--- config.mk ---
export PLATFORM = sky130hd
export DESIGN_NAME = data_stack_flat
export DESIGN_NICKNAME = d
export VERILOG_FILES = /design/src/rtl/eforth_mem_pkg.sv /design/src/rtl/eforth_if.sv /design/src/rtl/data_stack.sv /design/src/flat_wrapper.sv
export SDC_FILE = /design/constraint.sdc
export NUM_CORES = 1
export LEC_CHECK = 0
export BUFFER_PORTS_ARGS = -buffer_cell sky130_fd_sc_hd__buf_2
export CORE_UTILIZATION = 60
export DETAILED_ROUTE_END_ITERATION = 10
export MAX_ROUTING_LAYER = met4
export PLACE_DENSITY = 0.83
export SYNTH_ARGS = -nofsm -noshare
export SYNTH_HDL_FRONTEND = slang
export SYNTH_SLANG_ARGS = --single-unit
--- constraint.sdc ---
create_clock -name clk -period 4.23 [get_ports clk]
set_input_delay 0.423 -clock clk [delete_from_list [all_inputs] [get_ports clk]]
set_output_delay 0.423 -clock clk [all_outputs]
set_load 0.02 [all_outputs]
--- src/rtl/eforth_mem_pkg.sv ---
////////////////////
// data widths and memory size
////////////////////
`default_nettype none

package eforth_mem_pkg;

    typedef logic [7:0]  byte_t;   // program memory byte
    typedef logic [31:0] cell_t;   // stack cell
    typedef logic [15:0] addr_t;   // byte address, wraps mod RAM_BYTES
    typedef logic [7:0]  depth_t;  // item count incl tos

    // program memory size in bytes
    // only the low address bits are decoded
    localparam int RAM_BYTES = 4096;

endpackage

`default_nettype wire

--- src/rtl/eforth_if.sv ---
////////////////////
// program memory bus and data stack port
////////////////////
`timescale 1ns/100ps
`default_nettype none


// cells below the cached tos
interface stack_if;
    import eforth_mem_pkg::*;

    logic   push;   // never together with pop
    logic   pop;
    logic   clear;  // empty the stack at run start and end
    cell_t  din;
    cell_t  s0;     // cell just under tos
    depth_t count;
    logic   full;
    logic   empty;

    modport core (
        output push, pop, clear, din,
        input  s0, count, full, empty
    );

    modport stack (
        input  push, pop, clear, din,
        output s0, count, full, empty
    );
endinterface

`default_nettype wire

--- src/rtl/data_stack.sv ---
////////////////////
// data stack under the cached tos
////////////////////
`timescale 1ns/100ps
`default_nettype none

module data_stack #(
    parameter int SS_DEPTH = 16
) (
    input  logic  clk,
    input  logic  rst,
    stack_if.stack stk
);
    import eforth_mem_pkg::*;

    // pointer width, at least one bit
    localparam int PW = (SS_DEPTH > 1) ? $clog2(SS_DEPTH) : 1;

    cell_t         mem [SS_DEPTH];
    depth_t        count;       // cells held
    logic [PW-1:0] wr_ptr;      // next free slot
    logic [PW-1:0] rd_ptr;      // slot of s0

    assign wr_ptr = PW'(count);
    assign rd_ptr = PW'(count - depth_t'(1));

    // fill level
    always_ff @(posedge clk) begin
        if (rst || stk.clear) begin
            count <= '0;
        end else if (stk.push) begin
            count <= count + depth_t'(1);
        end else if (stk.pop) begin
            count <= count - depth_t'(1);
        end
    end

    // cell store
    always_ff @(posedge clk) begin
        if (stk.push) begin
            mem[wr_ptr] <= stk.din;
        end
    end

    // s0 read straight from the array
    // after a pop the next cell shows up one cycle later
    assign stk.s0    = mem[rd_ptr];
    assign stk.count = count;
    assign stk.full  = (count == depth_t'(SS_DEPTH));
    assign stk.empty = (count == '0);

    // core must check depth before it moves cells
    a_no_push_full: assert property (
        @(posedge clk) disable iff (rst)
        stk.push |-> !stk.full
    );

    a_no_pop_empty: assert property (
        @(posedge clk) disable iff (rst)
        stk.pop |-> !stk.empty
    );

endmodule

`default_nettype wire

--- src/flat_wrapper.sv ---
// flat-port wrapper written by rule: the top's interface ports become plain ports
module data_stack_flat import eforth_mem_pkg::*;
#(
    parameter int SS_DEPTH = 16
)
  (clk, rst, stk_push, stk_pop, stk_clear, stk_din, stk_s0, stk_count, stk_full, stk_empty);
  stack_if stk_i ();
  input  logic clk;
  input  logic rst;
  input wire logic [$bits(stk_i.push)-1:0] stk_push;
  input wire logic [$bits(stk_i.pop)-1:0] stk_pop;
  input wire logic [$bits(stk_i.clear)-1:0] stk_clear;
  input wire logic [$bits(stk_i.din)-1:0] stk_din;
  output wire logic [$bits(stk_i.s0)-1:0] stk_s0;
  output wire logic [$bits(stk_i.count)-1:0] stk_count;
  output wire logic [$bits(stk_i.full)-1:0] stk_full;
  output wire logic [$bits(stk_i.empty)-1:0] stk_empty;
  assign stk_i.push = stk_push;
  assign stk_i.pop = stk_pop;
  assign stk_i.clear = stk_clear;
  assign stk_i.din = stk_din;
  assign stk_s0 = stk_i.s0;
  assign stk_count = stk_i.count;
  assign stk_full = stk_i.full;
  assign stk_empty = stk_i.empty;
  data_stack #(.SS_DEPTH(SS_DEPTH)) u_core (.clk(clk), .rst(rst), .stk(stk_i));
endmodule
* Word level (Yosys, flattened, before mapping)
Memories as Yosys holds them, arrays and structs flattened.
Index checks and enable logic that the tools add are counted.
** Cells by class
- $add $sub $neg :: 2
- Multipliers :: 0
- Divide/modulo/power cells :: 0
- Order comparisons :: 0
- Equality and inequality tests :: 1
- Shifts and indexed selects :: 0
- Mux-type cells :: 4
- Bitwise logic cells :: 0
- Reduce and logical (&&, ||, !) cells :: 3
** Operators by type and width (number)
- 2-to-1 mux 8 bit :: 2
- adder 8 x 1 -> 8 bit (second input constant) :: 1
- equality test 8 x 5 -> 1 bit (second input constant) :: 1
- logical NOT 8 bit :: 1
- subtractor 8 x 1 -> 8 bit (second input constant) :: 1
- 2-to-1 mux 1 bit :: 2
- nonzero test 2 bit :: 1
- logical OR 1 bit :: 1
** Word-level totals
- Register bits :: 8
- Bits in latches :: 0
- Bits in writable memories :: 512
- ROM bits :: 0
- Bits of input ports :: 37
- Word-level logic and storage cells :: 12
- Memories kept :: 1
** Memories
- u_core.mem :: depth 16, width 32, read ports 1, clocked after memory_dff 0, write ports 1, RTL line data_stack.sv:19 : cell_t mem [SS_DEPTH];

* Logic depth before layout (Yosys ltp)
- Depth in word-level cells :: 3
- Depth in mapped cells :: 10
- Depth with buffers taken out :: 6

* Least setup slack after synthesis
Ideal clock, no wire load.
- Path type :: register -> output
- Start point :: reg u_core.count[0] (netlist: u_core.stk.count[0])
- End point :: out stk_s0[29]
- Arrival :: 2.635 ns
- Required time :: 3.807 ns
- Slack :: 1.172 ns
- Cell stages (with the launch flop) :: 11
- Path buffers :: 5
- Path through :: dfxtp_1 buf_6 buf_6 buf_4 inv_1 ha_1 buf_2 clkbuf_1 mux4_2 a22oi_2 nand3_1
** Between the ends
- Longest elaborated chain between the ends :: 2
** Ends and longest elaborated chain
- start, declared :: RTL line data_stack.sv:20 : depth_t count;
- start signal, assigned :: RTL line data_stack.sv:32 : count <= count + depth_t'(1);
- start signal, assigned :: RTL line data_stack.sv:34 : count <= count - depth_t'(1);
- subtractor 8 x 1 -> 8 bit
- memory (16 x 32 bit)
- end, declared :: RTL line flat_wrapper.sv:14 : output wire logic [$bits(stk_i.s0)-1:0] stk_s0;
Every way passes these cells.

* Worst setup path in the final report
- Start point :: reg u_core.count[0] (netlist: u_core.stk.count[0])
- End point :: out stk_s0[31]
The elaborated chain is that of the path after synthesis.

==> results by group <==
Power
  – Clock Power Share: 38.9%
  – Power density cells: 478 mW/mm^2
  – Share of total power in sequential cells: 52.8%
  – Internal power: 0.00849 W
  – Comb power frac: 8.3%
  – Switching Fraction: 22.0%
  – LEAKAGE: 7.08 nW
  – VDD IR max: 430 uV
  – NetSw: 0.00240 W

Global routing
  – Number of global-route vias before repair: 10400
  – GRT Total Usage: 28.2%
  – Grt total ovfl: 0
  – First-pass GRT wire length: 65500 um
  – Initial antenna violation count: 2
  – Largest net degree at the start of global routing: 64

Placement
  – Gp weighted congestion: 0.771
  – Post-Place Cells: 1409
  – Post-DP HPWL: 23600 um
  – Port Buffers: 78
  – Placed Area: 0.0212 sq mm

Logic synthesis
  – Mapped Nets: 955
  – Post-Synth Adder-Cell Area: 0.311%
  – Compound-Gate Fraction of Synth Area: 4.02%
  – Synth Instances: 913
  – Largest family of logic cells by synthesized area: multiplexers
  – Mean Syn Cell Area: 22.0 sq um
  – Ys async rst share: 0%
  – Number of synthesized register bits: 520
  – Yosys warning count: 0
  – Netlist Area Pre-Place: 0.0201 sq mm
  – Xor/xnor share of the synthesized area: 0.218%
  – Synth Area in Simple Gates: 2.36%
  – Main flop type after synthesis: edfxtp_1
  – Mux contribution to synthesized area: 14.4%
  – Post-synthesis sequential area ratio: 77.2%
  – EDFF count, synth: 512
  – Netlist cell types: 40

Floorplan
  – Core ar.: 0.0328 sq mm
  – Initial Util: 61.4%
  – Die ar.: 0.0343 sq mm
  – Cell Rows: 66
  – Die W: 185 um
  – Die Span Y: 185 um
  – I/O pin count: 79

Final layout
  – Count of nets after finishing: 1060
  – Layout cells sized above 1: 34.0%
  – Fin area: 0.0228 sq mm
  – Most common cell after layout, fill and taps aside: edfxtp_1
  – Fillers: 1930
  – Non-filler cells in the finished layout: 1498
  – Footprint of the multi-input gates: 0.00443 sq mm
  – Commonest non-fill, non-tap cells in the layout: edfxtp_1 (512), mux4_2 (128), buf_2 (78)
  – Reg area: 0.0155 sq mm
  – Fin util: 69.4%
  – Syn-to-layout area delta: 13.1%

STA
  – Clock skew: 0.0108 ns
  – Fin. Hold Viols: 0
  – Crit path time final: 4.03 ns
  – Setup TNS: 0 ns
  – Worst-margin pin slew: 1.09 ns
  – Worst slew margin: 27.0%
  – Final setup vio count: 0
  – WHS: 0.224 ns
  – RSZ-0062 raised after global routing: no
  – Fmax: 0.248 GHz
  – Final period util: 95.2%
  – Slew Limit Fails: 0

Setup path
  – Worst Path Max Fanout: 27
  – Critical path required time: 3.81 ns
  – Slowest CP cell: dfxtp_4
  – WS Path Type: register to output pin
  – Slowest stage delay, CP: 0.68 ns
  – Worst Setup End Kind: output pin
  – CP Cell Sequence: inv_1 -> ha_1 -> nor2_1 -> a21boi_4 -> buf_4 -> o21ai_0 -> nand3_1 -> buf_2
  – Sum of buffers and inverters on the critical path: 3
  – Crit path arrival time: 3.61 ns
  – Crit start category: register
  – Critical path's top delay family: buffers and inverters

Run status
  – Status: completed

Routing
  – WL/cell: 29.9 um
  – Final ANT Viol Nets: 0
  – Vias per cell: 6.65
  – DR vias: 9964
  – Pre-antenna DRT Iters: 5
  – DRT iter0 DRCs: 1132
  – WL final: 44800 um
  – Number of remaining DRC errors: 0

Clocking
  – CTS tree: yes
  – CTS Buf Count: 49
  – Post CTS Setup Buffer Count: 0
  – Root buf cell: clkbuf_16
  – Clk sinks: 520
  – Clock transition at path regs: 0.06 ns
  – Post-CTS Resized: 0
  – CTS Hold Bufs: 0
  – Clock latency on the worst-skew pair: 0.56 ns
  – H-tree depth: 2
  – Max clock buf depth: 3

Run
  – Max_cap viols: 0

Min path
  – Hold Path Class: input port to register
[worst reg2reg max path: stages (launching register included)]
cell and delay [ns]:
dfxtp_4 0.50, inv_1 0.25, ha_1 0.19, nand2_1 0.25, nor2_4 0.90, buf_4 0.38
[power by group through the flow]
stage	Clock, W	Sequential, W	Combinational [W]
2_1_floorplan	0	0.00585	0.000586
5_1_grt	0.00445	0.00575	0.000954
6_report	0.00424	0.00575	0.000902
3_5_place_dp	0	0.00586	0.000894
3_3_place_gp	0	0.00585	0.000877
4_1_cts	0.00426	0.00575	0.000904
[stage by stage]
stage,setup WS (ns),total power [W]
after floorplan,1.17,0.00643
after global placement,0.857,0.00673
after detailed placement,0.781,0.00675
after CTS,0.180,0.0109
after global routing,0.00343,0.0112
final,0.201,0.0109
[registers in the layout, summed over array words and instances, names as in the netlist]
| register | count |
|---|---|
| u_core.stk.count | 8 |
| u_core.mem | 512 |
[layer usage]
| layer | global-route usage, % | wire length [um] | up-vias |
|---|---|---|---|
| li1 | - | - | 4064 |
| met1 | 35.5 | 16400 | 5196 |
| met2 | 46.8 | 23300 | 601 |
| met3 | 4.86 | 3770 | 103 |
| met4 | 9.69 | 1280 | 0 |
| met5 | - | 0 | - |
[layout make-up]
cell class	count	area share (%)
clock buffer	61	5.77
multi-input combinational	339	19.5
sequential	520	68.3
antenna	4	0.0440
tap	442	2.43
timing repair buffer	106	3.02
inverter	2	0.0330
clock inverter	24	0.940
[cell families (layout without fill, tap and decap cells)]
family,after synthesis,after routing
DFF,520,520
muxes,129,129
AOI/OAI and AO/OA,108,108
and+or+nand+nor,92,92
buffers and inverters,54,193
adders and majority gates,5,5
xor gates and xnor gates,5,5
other,0,4
[final timing paths]
path,start,end,slack [ns],cells after the start
worst min register to register,u_core.stk.count[6]$_SDFFE_PP0P_,u_core.stk.count[6]$_SDFFE_PP0P_,0.56,2
worst max-delay path,u_core.stk.count[0]$_SDFFE_PP0P_,stk_s0[31],0.20,8
worst max register to register,u_core.stk.count[0]$_SDFFE_PP0P_,u_core.mem[2][30]$_DFFE_PP_,1.46,5
worst min-delay path,stk_clear,u_core.stk.count[0]$_SDFFE_PP0P_,0.22,3
[Yosys cell counts (all sizes together), types with 2 or more instances]
cell type  instances  area [sq um]
nand3             33           165
o22ai              2          12.5
buf               34           231
nor3               3          15.0
nand2b             2          12.5
or2                2          12.5
a31o               2          35.0
inv                2          7.51
ha                 5          62.6
nand2              9          33.8
a22oi             31           378
clkbuf            18          67.6
o21ai             67           335
or3                3          23.8
edfxtp           512         15400
dfxtp              8           160
mux4             128          2880
xnor2              5          43.8
nor2              26          97.6
nor3b              4          30.0
and3               2          12.5
a21boi             2          22.5
a21oi              2          10.0
Power figures use the tool's default switching activity.
